### config.mk
export PLATFORM = sky130hd
export DESIGN_NAME = seqEstimator
export DESIGN_NICKNAME = d
export VERILOG_FILES = /design/src/design/mlsdPkg.sv /design/src/design/seqEstimator.sv
export VERILOG_INCLUDE_DIRS = /design/src /design/src/include
export SDC_FILE = /design/constraint.sdc
export NUM_CORES = 1
export LEC_CHECK = 0
export ABC_AREA = 0
export BUFFER_PORTS_ARGS = -buffer_cell sky130_fd_sc_hd__buf_2
export CAP_MARGIN = 20
export CORE_MARGIN = 10
export CORE_UTILIZATION = 45
export DETAILED_ROUTE_END_ITERATION = 7
export PLACE_DENSITY = 0.67
export SYNTH_ARGS = -nofsm -noshare
export SYNTH_HDL_FRONTEND = slang
export SYNTH_SLANG_ARGS = --single-unit
### constraint.sdc
create_clock -name clk -period 6.8 [get_ports clk]
set_input_delay 1.02 -clock clk [delete_from_list [all_inputs] [get_ports clk]]
set_output_delay 1.02 -clock clk [all_outputs]
set_load 0.03 [all_outputs]
### src/include/mlsd_config.svh
`ifndef MLSD_CONFIG_SVH
`define MLSD_CONFIG_SVH

// Stream geometry.
`define MLSD_LANES      4
`define MLSD_TAPS       4
`define MLSD_SEQ        3
`define MLSD_WIN_BEATS  3

// Datapath widths.
`define MLSD_CODE_W     8
`define MLSD_TAP_W      8
`define MLSD_EXP_W      12
`define MLSD_ENERGY_W   24

// AXI4-Lite register map.
`define MLSD_AXI_ADDR_W 32
`define MLSD_AXI_DATA_W 32
`define MLSD_ADDR_TAPS  32'h0000_0000
`define MLSD_ADDR_CTRL  32'h0000_0004
`define MLSD_RESP_OKAY  2'b00

`endif
### src/design/mlsdPkg.sv
`include "mlsd_config.svh"

package mlsdPkg;

	typedef logic signed [`MLSD_CODE_W-1:0] code_t;
	typedef logic signed [`MLSD_TAP_W-1:0]  tap_t;
	typedef logic signed [`MLSD_EXP_W-1:0]  exp_t;
	typedef logic [`MLSD_ENERGY_W-1:0]      energy_t;

	// One slicer beat; a set bit stands for +1.
	typedef struct packed {
		code_t [`MLSD_LANES-1:0] codes;
		logic  [`MLSD_LANES-1:0] bits;
	} laneBeat_t;

	// Previous, center and next beat in serial order, oldest at index 0.
	typedef struct packed {
		code_t [`MLSD_WIN_BEATS*`MLSD_LANES-1:0] codes;
		logic  [`MLSD_WIN_BEATS*`MLSD_LANES-1:0] bits;
		logic                                    valid;
	} codeWindow_t;

	// Expected codes indexed by hypothesis bit, then window offset.
	typedef struct packed {
		code_t [`MLSD_SEQ-1:0]      obs;
		exp_t  [1:0][`MLSD_SEQ-1:0] expCodes;
		logic                       initBit;
	} hypLane_t;

	typedef struct packed {
		hypLane_t [`MLSD_LANES-1:0] lanes;
		logic                       valid;
	} hypSeq_t;

	// Raw register word versus signed taps, tap 0 in the low byte.
	typedef union packed {
		logic [`MLSD_AXI_DATA_W-1:0] raw;
		tap_t [`MLSD_TAPS-1:0]       taps;
	} tapWord_u;

	typedef struct packed {
		logic [`MLSD_AXI_ADDR_W-1:0]   awaddr;
		logic                          awvalid;
		logic [`MLSD_AXI_DATA_W-1:0]   wdata;
		logic [`MLSD_AXI_DATA_W/8-1:0] wstrb;
		logic                          wvalid;
		logic                          bready;
		logic [`MLSD_AXI_ADDR_W-1:0]   araddr;
		logic                          arvalid;
		logic                          rready;
	} axiLiteReq_t;

	typedef struct packed {
		logic                        awready;
		logic                        wready;
		logic [1:0]                  bresp;
		logic                        bvalid;
		logic                        arready;
		logic [`MLSD_AXI_DATA_W-1:0] rdata;
		logic [1:0]                  rresp;
		logic                        rvalid;
	} axiLiteRsp_t;

endpackage

### src/design/seqEstimator.sv
`timescale 1ns/1ns
`include "mlsd_config.svh"

module seqEstimator import mlsdPkg::*; (
	input  logic        clk,
	input  logic        rstN_i,
	input  codeWindow_t window_i,
	input  tapWord_u    taps_i,
	output hypSeq_t     seq_o
);

	hypLane_t [`MLSD_LANES-1:0] lanesNext;
	hypLane_t [`MLSD_LANES-1:0] lanesQ;
	logic                       validQ;

	// Center position of lane i sits at window index LANES + i.
	always_comb begin
		logic sym;
		exp_t acc;
		lanesNext = '0;
		for (int lane = 0; lane < `MLSD_LANES; lane++) begin
			lanesNext[lane].initBit = window_i.bits[`MLSD_LANES + lane];
			for (int m = 0; m < `MLSD_SEQ; m++) begin
				lanesNext[lane].obs[m] = window_i.codes[`MLSD_LANES + lane + m];
				for (int h = 0; h < 2; h++) begin
					acc = '0;
					for (int j = 0; j < `MLSD_TAPS; j++) begin
						// Tap j lands on the center when m equals j.
						if (m == j)
							sym = h[0];
						else
							sym = window_i.bits[`MLSD_LANES + lane + m - j];
						if (sym)
							acc = acc + exp_t'(taps_i.taps[j]);
						else
							acc = acc - exp_t'(taps_i.taps[j]);
					end
					lanesNext[lane].expCodes[h][m] = acc;
				end
			end
		end
	end

	always_ff @(posedge clk) begin
		if (!rstN_i)
			validQ <= 1'b0;
		else
			validQ <= window_i.valid;
	end

	always_ff @(posedge clk) begin
		if (window_i.valid)
			lanesQ <= lanesNext;
	end

	assign seq_o = '{lanes: lanesQ, valid: validQ};

endmodule

==> results.cfg <==
[floorplanning]
row_count = 107
core_um2 = 85400
die_h_um = 314
die_area_um2 = 98400
fp.dieW_um = 314
start_util_pct = 45.5
pin_count = 532

[clock_tree]
ctsHoldBuffers = 0
h-tree-depth = 2
clockRootBuffer = clkbuf_16
tritoncts = built
postCtsSetupBuffers = 0
clk_pin_slew_ps = 60
numCtsBuffers = 38
cts_sinks = 328
clock_path_buffers = 3
cts_resized = 0

[power]
power_density_nw_per_um2 = 499
ir_drop_uv = 322
cellLeakagePower_nw = 20.7

[synth]
syn_inst = 4290
ys_seq_area_share_pct = 25.3
syn-cell-area_um2 = 38800
synth_cell_types = 85
syn_avg_cell_area_um2 = 9.05
syn-num-nets = 5113
synth_top_area_share_pct = 25.3
yosys.area.top_type = edfxtp_1
ys.flop_type = edfxtp_1
synth_edf_count = 327
ys_warn_count = 0
synth_area_leaders = edfxtp_1 (25%), ha_1 (20%), xnor2_1 (9.8%), a21oi_1 (4.4%), xor2_1 (4.0%)
synth-seq-cells = 328
synthArstFlopShare_pct = 0

[timing]
hold_viol_final = 0
tightest_slew_ps = 1260
max_slew_margin_pct = 15.8
slew_violations = 0
timing.final.crit_period_ps = 6210
finalCritPeriodShare_pct = 91.3
setup_viol = 0
rsz0062_at_grt = false
tns_ps = 0
clock.fmax_mhz = 161

[route]
routed_wl_um = 131000
wl_per_cell_um = 21.6
antenna_left = 0
via_count = 33300
drc = 0
first_pass_iters = 6
drt_iter0_drc = 2654
via_per_inst = 5.49

[cells_and_area]
n_fill_cell = 8039
drive_gt1_share_pct = 17.1
synthToLayoutAreaGrowth_pct = 15.5
stdcell_area_um2 = 44800
num-nets-final = 5705

[hold_path]
hold_depth = 1
holdCritPathClass = input pin to register
hold_start = window_i[87]
min_to = seq_o[383]$_DFFE_PP_

[global_routing]
grt_pass1_wl_um = 193000
grt_use_met2_pct = 41.0
antenna_found_initial = 18
use_met1_pct = 32.1
grt_max_degree = 117
grtUsageTotal_pct = 25.5
busiest_layer = met2
grt_pass1_vias = 32000
use_met3_pct = 5.93
overflow = 0

[critical_path]
crit_path_frequent_cell = ha_1
slowest_stage = or4_1
worst_setup_path_end_kind = register
start_kind = input pin
worst-endpoint-required_ps = 7120
critical_path_class = input pin to register
worst_ep_arrival_time_ps = 6530
path_delay_family = simple AND/OR/NAND/NOR gates
crit_buf_inv = 4
critical_path_peak_fanout = 5
slowest_delay_ps = 500

[placement]
place_hpwl_um = 104000
placed_cell_area_um2 = 43500
globalplace.congestion = 1.02
port_buffers = 480

[flow_run]
maxCapViolations = 0

[status]
outcome = finished, final reports clean
[sequential cells by signal, summed over array words and instances, names as in the netlist]
name and flops:
seq_o 327, validQ 1
[kinds of logic (layout without fill, tap and decap cells)]
kind of cell / Yosys count / after routing / share of synthesized area [%]
flip-flops: 328 / 328 / 25.3
AO/OA/AOI/OAI: 1074 / 1074 / 17.2
AND/OR/NAND/NOR: 1017 / 1017 / 12.0
buffers and inverters: 476 / 1098 / 5.34
other: 0 / 13 / 0
adder cells (fa/ha/maj): 680 / 680 / 23.1
XOR/XNOR: 621 / 621 / 14.4
multiplexers: 94 / 94 / 2.54
[cells in the final DEF, fill, tap and decap left out, drive strengths merged, types with 27 or more instances in the layout]
master	instances
a21boi	32
a21o	111
a21oi	339
a31oi	27
buf	694
clkbuf	41
edfxtp	327
fa	61
ha	619
inv	339
mux2	36
mux2i	58
nand2	249
nand2b	62
nand3	51
nor2	396
nor2b	99
nor3	61
o21a	45
o21ai	286
o21bai	78
o31ai	32
xnor2	437
xor2	176
[synth_stat cells, types with 51 or more instances]
library cell and count:
inv_1 327, mux2i_1 58, o21ai_0 276, fa_1 61, a21oi_1 339, o21bai_1 78, nand2_1 249, edfxtp_1 327
ha_1 619, nor2_1 396, nand2b_1 62, nor2b_1 99, nor3_1 60, nand3_1 51, xor2_1 176, xnor2_1 433
a21o_1 111, buf_4 63, clkbuf_1 52
[metrics by stage]
step / setup slack, ps / hold slack (ps) / instances / utilization (%) / total power (W)
2_1_floorplan: 290 / 1120 / 4290 / - / 0.0159
3_3_place_gp: 159 / 1200 / 5984 / 50.9 / 0.0199
3_5_place_dp: 52.2 / 1200 / 5985 / 50.9 / 0.0201
4_1_cts: 650 / 581 / 6055 / 52.4 / 0.0225
5_1_grt: 100 / 588 / 6059 / 52.5 / 0.0242
6_report: 589 / 616 / 6069 / 52.5 / 0.0224
[layer usage]
layer / vias to the layer above / part of all wire, %
li1: 16300 / -
met1: 15500 / 41
met2: 1279 / 45
met3: 295 / 8.9
met4: 12 / 4.9
met5: - / 0.056
[where the power goes]
| part | leakage, nW | internal [W] | switching (W) |
|---|---|---|---|
| combinational | 16.8 | 0.00642 | 0.00968 |
| sequential | 3.21 | 0.00386 | 0.000226 |
| clock | 0.649 | 0.00131 | 0.000880 |
[worst max path at each step]
stage	start	endpoint	slack [ps]	cells after the start
detailed placement	taps_i[0]	seq_o[37]$_DFFE_PP_	50	25
global route	taps_i[0]	seq_o[170]$_DFFE_PP_	100	24
finish	taps_i[0]	seq_o[37]$_DFFE_PP_	590	25
CTS	taps_i[0]	seq_o[37]$_DFFE_PP_	650	25
global placement	taps_i[0]	seq_o[37]$_DFFE_PP_	160	25
floorplan	taps_i[2]	seq_o[73]$_DFFE_PP_	290	25
[final cells by class]
class / instances / area (µm²) / share of cell area [%]
multi-input combinational: 3486 / 26900 / 60.0
sequential: 328 / 9840 / 21.9
timing repair buffer: 694 / 4040 / 9.01
tap: 1144 / 1430 / 3.19
inverter: 334 / 1250 / 2.80
clock buffer: 41 / 962 / 2.15
clock inverter: 29 / 362 / 0.806
antenna: 13 / 32.5 / 0.0726
Power figures use the tool's default switching activity.
