File: config.mk
export PLATFORM = sky130hd
export DESIGN_NAME = codeBuffer
export DESIGN_NICKNAME = d
export VERILOG_FILES = /design/src/design/mlsdPkg.sv /design/src/design/codeBuffer.sv
export VERILOG_INCLUDE_DIRS = /design/src /design/src/include
export SDC_FILE = /design/constraint.sdc
export NUM_CORES = 1
export LEC_CHECK = 0
export ABC_AREA = 0
export BUFFER_PORTS_ARGS = -buffer_cell sky130_fd_sc_hd__buf_4
export CAP_MARGIN = 20
export CORE_ASPECT_RATIO = 0.6
export CORE_MARGIN = 1
export CORE_UTILIZATION = 40
export DETAILED_ROUTE_END_ITERATION = 16
export PLACE_DENSITY = 0.75
export SLEW_MARGIN = 20
export SYNTH_ARGS = -nofsm -noshare
export SYNTH_HDL_FRONTEND = slang
export SYNTH_SLANG_ARGS = --single-unit
File: constraint.sdc
create_clock -name clk -period 2 [get_ports clk]
set_input_delay 0.4 -clock clk [delete_from_list [all_inputs] [get_ports clk]]
set_output_delay 0.4 -clock clk [all_outputs]
set_load 0.02 [all_outputs]
File: src/include/mlsd_config.svh
`ifndef MLSD_CONFIG_SVH
`define MLSD_CONFIG_SVH

// Stream geometry.
`define MLSD_LANES      4
`define MLSD_TAPS       4
`define MLSD_SEQ        3
`define MLSD_WIN_BEATS  3

// Datapath widths.
`define MLSD_CODE_W     8
`define MLSD_TAP_W      8
`define MLSD_EXP_W      12
`define MLSD_ENERGY_W   24

// AXI4-Lite register map.
`define MLSD_AXI_ADDR_W 32
`define MLSD_AXI_DATA_W 32
`define MLSD_ADDR_TAPS  32'h0000_0000
`define MLSD_ADDR_CTRL  32'h0000_0004
`define MLSD_RESP_OKAY  2'b00

`endif
File: src/design/mlsdPkg.sv
`include "mlsd_config.svh"

package mlsdPkg;

	typedef logic signed [`MLSD_CODE_W-1:0] code_t;
	typedef logic signed [`MLSD_TAP_W-1:0]  tap_t;
	typedef logic signed [`MLSD_EXP_W-1:0]  exp_t;
	typedef logic [`MLSD_ENERGY_W-1:0]      energy_t;

	// One slicer beat; a set bit stands for +1.
	typedef struct packed {
		code_t [`MLSD_LANES-1:0] codes;
		logic  [`MLSD_LANES-1:0] bits;
	} laneBeat_t;

	// Previous, center and next beat in serial order, oldest at index 0.
	typedef struct packed {
		code_t [`MLSD_WIN_BEATS*`MLSD_LANES-1:0] codes;
		logic  [`MLSD_WIN_BEATS*`MLSD_LANES-1:0] bits;
		logic                                    valid;
	} codeWindow_t;

	// Expected codes indexed by hypothesis bit, then window offset.
	typedef struct packed {
		code_t [`MLSD_SEQ-1:0]      obs;
		exp_t  [1:0][`MLSD_SEQ-1:0] expCodes;
		logic                       initBit;
	} hypLane_t;

	typedef struct packed {
		hypLane_t [`MLSD_LANES-1:0] lanes;
		logic                       valid;
	} hypSeq_t;

	// Raw register word versus signed taps, tap 0 in the low byte.
	typedef union packed {
		logic [`MLSD_AXI_DATA_W-1:0] raw;
		tap_t [`MLSD_TAPS-1:0]       taps;
	} tapWord_u;

	typedef struct packed {
		logic [`MLSD_AXI_ADDR_W-1:0]   awaddr;
		logic                          awvalid;
		logic [`MLSD_AXI_DATA_W-1:0]   wdata;
		logic [`MLSD_AXI_DATA_W/8-1:0] wstrb;
		logic                          wvalid;
		logic                          bready;
		logic [`MLSD_AXI_ADDR_W-1:0]   araddr;
		logic                          arvalid;
		logic                          rready;
	} axiLiteReq_t;

	typedef struct packed {
		logic                        awready;
		logic                        wready;
		logic [1:0]                  bresp;
		logic                        bvalid;
		logic                        arready;
		logic [`MLSD_AXI_DATA_W-1:0] rdata;
		logic [1:0]                  rresp;
		logic                        rvalid;
	} axiLiteRsp_t;

endpackage

File: src/design/codeBuffer.sv
`timescale 1ns/1ns
`include "mlsd_config.svh"

module codeBuffer import mlsdPkg::*; (
	input  logic        clk,
	input  logic        rstN_i,
	input  laneBeat_t   inBeat_i,
	input  logic        inValid_i,
	output codeWindow_t window_o
);

	laneBeat_t  prevQ;
	laneBeat_t  centerQ;
	laneBeat_t  nextQ;
	logic [1:0] beatCnt;
	logic       validQ;

	// History is cleared so positions before the first beat read as zero.
	always_ff @(posedge clk) begin
		if (!rstN_i) begin
			prevQ   <= '0;
			centerQ <= '0;
			nextQ   <= '0;
			beatCnt <= '0;
			validQ  <= 1'b0;
		end else begin
			// Center needs its successor before it can be decided.
			validQ <= inValid_i && (beatCnt != 2'd0);
			if (inValid_i) begin
				prevQ   <= centerQ;
				centerQ <= nextQ;
				nextQ   <= inBeat_i;
				if (beatCnt != 2'd2)
					beatCnt <= beatCnt + 2'd1;
			end
		end
	end

	assign window_o = '{
		codes: {nextQ.codes, centerQ.codes, prevQ.codes},
		bits:  {nextQ.bits, centerQ.bits, prevQ.bits},
		valid: validQ
	};

	// A window only follows an accepted beat.
	assert property (@(posedge clk) disable iff (!rstN_i)
		$rose(validQ) |-> $past(inValid_i));

endmodule

==> impl_metrics.csv, run 1 <==
group,metric,value,unit
finish,postLayoutCellArea,5780,µm²
synthesis,ys_seq_elements,111,
detailed_routing,dr.first_iter.drc_count,63,
clocking,cts_resized,0,
sta,fmax,0.776,GHz
floorplan,core,10200,µm²
worst_setup_path,cp-end-kind,"output pin",
power_and_ir_drop,total_power,5.04,mW
detailed_routing,wl,8730,µm
clocking,clk_pin_slew_worst_paths,70,ps
placement,place.gp.congestion,0.725,
outcome,status,"completed",
clocking,clock_sinks,111,
synthesis,synth_cells,365,
worst_setup_path,crit_fanout,3,
detailed_routing,drt_pre_antenna_iters,4,
detailed_routing,drc,0,
clocking,clk_latency,340,ps
sta,finalMaxSlewViolations,0,
detailed_routing,drt-wirelength-per-cell,13.6,µm
sta,worst_slack,711,ps
finish,num-nets-final,545,
sta,finalSetupTns,0,ps
worst_setup_path,worstPathCellList,"buf_4",
finish,multiInputGateArea,1830,µm²
worst_setup_path,max_stage_delay,380,ps
global_routing,antenna_found_initial,0,
finish,seqCellArea,2220,µm²
global_routing,overflow,0,
clocking,ctsHoldBuffers,0,
worst_setup_path,cp-start-kind,"register",
finish,antenna_cells,0,
worst_setup_path,slowest_stage,"dfxtp_1",
worst_setup_path,critPathRequiredTime,1600,ps
synthesis,synth.net_count,406,
clocking,ctsRootBufferMaster,"clkbuf_16",
sta,finalHoldViolations,0,
placement,pre_cts_ws,584,ps
global_routing,grt_pass1_wl,13700,µm
floorplan,start_util,42.3,%
synthesis,syn_avg_cell_area,11.8,µm²
floorplan,die_w,136,µm
placement,hpwl,6170,µm
power_and_ir_drop,peakVddDrop,0.477,mV
floorplan,die-area,11200,µm²
clocking,cts_setup_buffers,0,
floorplan,die_h,82.3,µm
synthesis,synth.distinct_cells,14,
placement,place_area,5430,µm²
detailed_routing,viasPerCell,4.51,
sta,min_period_over_period,64.5,%
synthesis,synth_most_common_cell,"dfxtp_1",
min_path,worst_hold_path_type,"input pin to register",
clocking,h-tree-depth,3,
detailed_routing,num_vias,2895,
finish,areaGrowthSynthToFinish,34.4,%
sta,min_period,1290,ps
global_routing,grt_use_total,15.8,%
sta,relSlewSlack,80.1,%
sta,clock_skew,4.74,ps
floorplan,rows,28,
placement,port-buffer-count,147,
synthesis,yosys.area.top_type_share,51.7,%
synthesis,synth_edf_count,0,
worst_setup_path,crit_type,"register to output pin",
synthesis,synth_common_cells,"dfxtp_1 (111), mux2i_1 (109), nor2b_1 (109)",
synthesis,synth_flop_cell,"dfxtp_1",
worst_setup_path,reg2regPathDepth,4,
worst_setup_path,path_buf_inv,1,
finish,drive_above_1_share,32.9,%
min_path,hold_depth,3,
global_routing,grt_max_degree,52,
floorplan,ioPinCount,148,
clocking,cts_tree,"built",
worst_setup_path,worstPathArrival,890,ps
synthesis,synth_async_sr_flop_share,0,%
detailed_routing,antenna_left,0,
finish,fill_cells,910,
power_and_ir_drop,p_leak,2.69,nW
synthesis,ys_top_cells_by_area,"dfxtp_1 (52%), mux2i_1 (25%), nor2b_1 (16%), buf_8 (3.1%), clkbuf_1 (0.96%)",
sta,finalSetupViolCount,0,
sta,rsz0062_at_grt,"false",
global_routing,first_global_vias,2803,
power_and_ir_drop,power.density,871,nW/µm²
flow_run,cap_violations,0,
synthesis,ys_warn_count,0,
clocking,cts_buffer_depth,2,
worst_setup_path,crit_family,"flip-flops",
synthesis,seq_area_frac_synth,51.7,%
synthesis,yosysTopAreaCell,"dfxtp_1",
sta,hold_ws,313,ps
synthesis,syn_area,4300,µm²
worst_setup_path,cp.depth,1,
clocking,cts_buffers,9,
sta,tightest_slew,298,ps
-- state kept, by name (all words and copies together), names as in the netlist --
| register | count |
|---|---|
| validQ | 1 |
| window_o | 108 |
| beatCnt | 2 |
-- path summary, 6_finish.rpt --
check | slack (ps) | startpoint | end
setup / recovery | 710 | window_o[56] | window_o[56]
hold / removal | 310 | inBeat_i[19] | window_o[92]
setup reg to reg | 940 | beatCnt[0] | beatCnt[1]
hold reg to reg | 480 | beatCnt[0] | beatCnt[0]
-- routing by layer --
| layer | vias up | part of all wire (%) | global-route usage (%) | routed length, µm |
|---|---|---|---|---|
| li1 | 1476 | - | - | - |
| met4 | 0 | 1.3 | 6.00 | 113 |
| met3 | 12 | 9.7 | 6.29 | 848 |
| met2 | 104 | 41 | 23.5 | 3580 |
| met1 | 1303 | 48 | 20.6 | 4190 |
| met5 | - | 0 | 0 | 0 |
-- final cells by class --
type	count	area share [%]
Timing Repair Buffer	154	20.7
Multi-Input combinational cell	226	31.7
Sequential cell	111	38.4
Clock buffer	10	3.96
Clock inverter	4	2.08
Tap cell	135	2.92
Inverter	2	0.130
-- layout by cell type, fill, tap and decap left out, types with 2 or more instances in the layout --
master     count
buf_4        150
dfxtp_1      111
mux2i_1      109
nor2b_1      109
clkbuf_16      9
bufinv_16      4
nand2_1        3
buf_12         3
inv_1          2
ha_1           2
-- through the flow --
| step | util (%) | std cells |
|---|---|---|
| after global routing | 56.9 | 642 |
| after detailed placement | 53.4 | 628 |
| after CTS | 56.9 | 642 |
| final | 56.9 | 642 |
| after floorplan | - | 365 |
| after global placement | 53.4 | 628 |
-- kinds of logic after synthesis --
group / count (synthesis) / synth area share (%)
adders and majority gates: 2 / 0.582
buffers and inverters: 28 / 5.70
muxes: 109 / 25.4
AOI/OAI and AO/OA: 1 / 0.116
and+or+nand+nor: 114 / 16.6
DFF: 111 / 51.7
-- power by group --
group	internal [mW]	switching (mW)	leakage (nW)	total (mW)
combinational	0.296	0.281	1.62	0.577
sequential	2.30	0.0649	0.905	2.36
clock	1.34	0.760	0.169	2.10
total	3.93	1.11	2.69	5.04
No activity file was read; power rests on OpenSTA's default activity.
==> run 2, diff against run 1 <==
ABC_AREA = 1   (was 0)
PLACE_DENSITY = 0.79   (was 0.75)
clock period = 1.1 ns   (was 2 ns; I/O delays follow)
==> impl_metrics.csv, run 2 <==
group,metric,value,unit
outcome,status,"completed",
placement,place_inst,741,
finish,final_cells,757,
sta,hold_ws,103,ps
detailed_routing,dr.first_iter.drc_count,179,
detailed_routing,drt_pre_antenna_iters,4,
worst_setup_path,crit_family,"flip-flops",
synthesis,yosysTopAreaCell,"dfxtp_1",
global_routing,grt_pass1_wl,16900,µm
worst_setup_path,crit_fanout,3,
synthesis,synth_top_family_by_area,"simple AND/OR/NAND/NOR gates",
floorplan,die_w,129,µm
global_routing,overflow,0,
synthesis,ys_top_cells_by_area,"dfxtp_1 (57%), nor2_1 (20%), o21ai_0 (13%), nor2_2 (1.8%), buf_2 (1.4%)",
detailed_routing,drt-wirelength-per-cell,14.0,µm
finish,antenna_cells,0,
detailed_routing,wl,10600,µm
clocking,ctsHoldBuffers,0,
power_and_ir_drop,switching_share,26.4,%
worst_setup_path,cp-end-kind,"output pin",
synthesis,yosys.area.top_type_share,57.3,%
floorplan,die-area,10100,µm²
finish,final_common_cell,"nor2_1",
power_and_ir_drop,power.internal,6.92,mW
power_and_ir_drop,peakVddDrop,0.890,mV
finish,areaGrowthSynthToFinish,42.9,%
synthesis,synth.net_count,530,
detailed_routing,drc,0,
sta,fmax,0.933,GHz
power_and_ir_drop,p_comb_share,15.8,%
finish,layout_common_cells,"nor2_1 (211), buf_4 (148), o21ai_0 (103), dfxtp_2 (70), dfxtp_1 (40)",
power_and_ir_drop,p_switching,2.48,mW
clocking,cts_buffer_depth,2,
global_routing,antenna_found_initial,0,
worst_setup_path,crit_type,"register to output pin",
synthesis,synth_common_cells,"nor2_1 (211), dfxtp_1 (111), o21ai_0 (103)",
power_and_ir_drop,p_leak,2.57,nW
floorplan,start_util,41.8,%
clocking,clk_pin_slew_worst_paths,70,ps
synthesis,synthSimpleGateAreaFrac,22.7,%
global_routing,first_global_vias,3473,
min_path,worst_hold_path_type,"input pin to register",
global_routing,top_usage_layer,"met2",
clocking,h-tree-depth,3,
sta,finalSetupTns,0,ps
worst_setup_path,max_stage_delay,360,ps
flow_run,cap_violations,0,
power_and_ir_drop,total_power,9.40,mW
worst_setup_path,path_buf_inv,1,
synthesis,syn_avg_cell_area,7.93,µm²
sta,finalMaxSlewViolations,0,
synthesis,synth_most_common_cell,"nor2_1",
sta,relSlewSlack,78.3,%
sta,finalSetupViolCount,0,
synthesis,ys_seq_elements,111,
synthesis,ys_warn_count,0,
finish,largest_reg_flops,108,
detailed_routing,num_vias,3616,
finish,drive_above_1_share,41.0,%
synthesis,seq_area_frac_synth,57.3,%
sta,clock_skew,5.76,ps
clocking,cts_buffers,9,
synthesis,synth_cells,489,
sta,min_period_over_period,97.4,%
synthesis,synth_xor_area_share,0,%
power_and_ir_drop,p_clk_share,36.0,%
clocking,ctsRootBufferMaster,"clkbuf_16",
synthesis,synth.distinct_cells,15,
sta,finalHoldViolations,0,
synthesis,synth_async_sr_flop_share,0,%
global_routing,use_met3,9.00,%
global_routing,grt_max_degree,46,
worst_setup_path,slowest_stage,"dfxtp_4",
power_and_ir_drop,power_frac_seq,48.2,%
worst_setup_path,worstPathCellList,"buf_4",
synthesis,synthMuxAreaShare,0,%
finish,num-nets-final,663,
floorplan,ioPinCount,148,
synthesis,syn_area,3880,µm²
floorplan,core,9290,µm²
detailed_routing,antenna_left,0,
sta,min_period,1070,ps
global_routing,grt_use_met1,26.9,%
sta,tightest_slew,326,ps
placement,port-buffer-count,147,
floorplan,die_h,78.3,µm
power_and_ir_drop,power.density,1700,nW/µm²
placement,place.gp.congestion,0.792,
clocking,clk_latency,340,ps
floorplan,rows,27,
clocking,cts_tree,"built",
worst_setup_path,cp-start-kind,"register",
clocking,clock_sinks,111,
synthesis,synth_compound_area_share,13.9,%
synthesis,synth_edf_count,0,
placement,pre_cts_ws,32.7,ps
global_routing,grt_util_met2,33.4,%
worst_setup_path,worstPathArrival,850,ps
synthesis,synthAdderAreaFrac,0.645,%
placement,hpwl,7300,µm
sta,worst_slack,28.1,ps
detailed_routing,viasPerCell,4.78,
worst_setup_path,critPathRequiredTime,880,ps
synthesis,synth_flop_cell,"dfxtp_1",
global_routing,grt_use_total,21.4,%
run 2: cell types whose count changed after synthesis, sizes merged, moves of 3 or more:
cell | before | now
nor2b | 109 | 0
nor2 | 0 | 222
inv | 2 | 5
mux2i | 109 | 0
o21ai | 1 | 108
clkbuf | 11 | 20
run 2: through the flow:
step                area (µm²)  utilization [%]
floorplan                 3880                -
global placement          5120             55.1
CTS                       5470             58.9
detailed placement        5120             55.1
global route              5540             59.7
finish                    5540             59.7
run 2: cells by family (layout without fill, tap and decap cells):
kind of cell / after synthesis / count (layout)
AOI/OAI and AO/OA: 108 / 108
adders and majority gates: 2 / 2
buffers and inverters: 41 / 179
DFF: 111 / 111
and+or+nand+nor: 227 / 227
run 2: worst register-to-register path, cell delays in order, from the launching register on:
cell and delay, ps:
dfxtp_2 350, inv_1 60, ha_1 280, inv_1 50, nand3_1 60, nand2_1 70
nor2_1 40
run 2: path summary, 6_finish.rpt:
check / endpoint / cells after the start / slack, ps / start
setup / recovery: window_o[53] / 1 / 30 / window_o[53]
setup reg to reg: beatCnt[1] / 6 / 100 / beatCnt[0]
hold reg to reg: window_o[68] / 2 / 490 / window_o[68]
hold / removal: window_o[99] / 3 / 100 / inBeat_i[26]
run 2: per-layer routing:
metal,wire length (µm),vias up
met5,0,-
met4,104,0
met3,848,8
met2,4710,106
met1,4930,1685
li1,-,1817
run 2: area by class of cell:
type | count | area (µm²)
Fill cell | 840 | 3750
Sequential cell | 111 | 2310
Multi-Input combinational cell | 337 | 1450
Timing Repair Buffer | 158 | 1280
Clock buffer | 12 | 267
Tap cell | 130 | 163
Clock inverter | 4 | 52.6
Inverter | 5 | 23.8
run 2: repair_timing:
action                                  in CTS  in global routing
resized for setup                           25                 51
setup buffers                                0                  0
endpoints found under the setup margin      25                 51
run 2: power groups by stage:
stage	registers (mW)	logic (mW)	clock network, mW
after floorplan	4.85	0.499	0
after global placement	4.57	1.44	0
after detailed placement	4.58	1.47	0
after CTS	4.51	1.48	3.44
after global routing	4.56	1.62	3.63
final	4.53	1.48	3.38
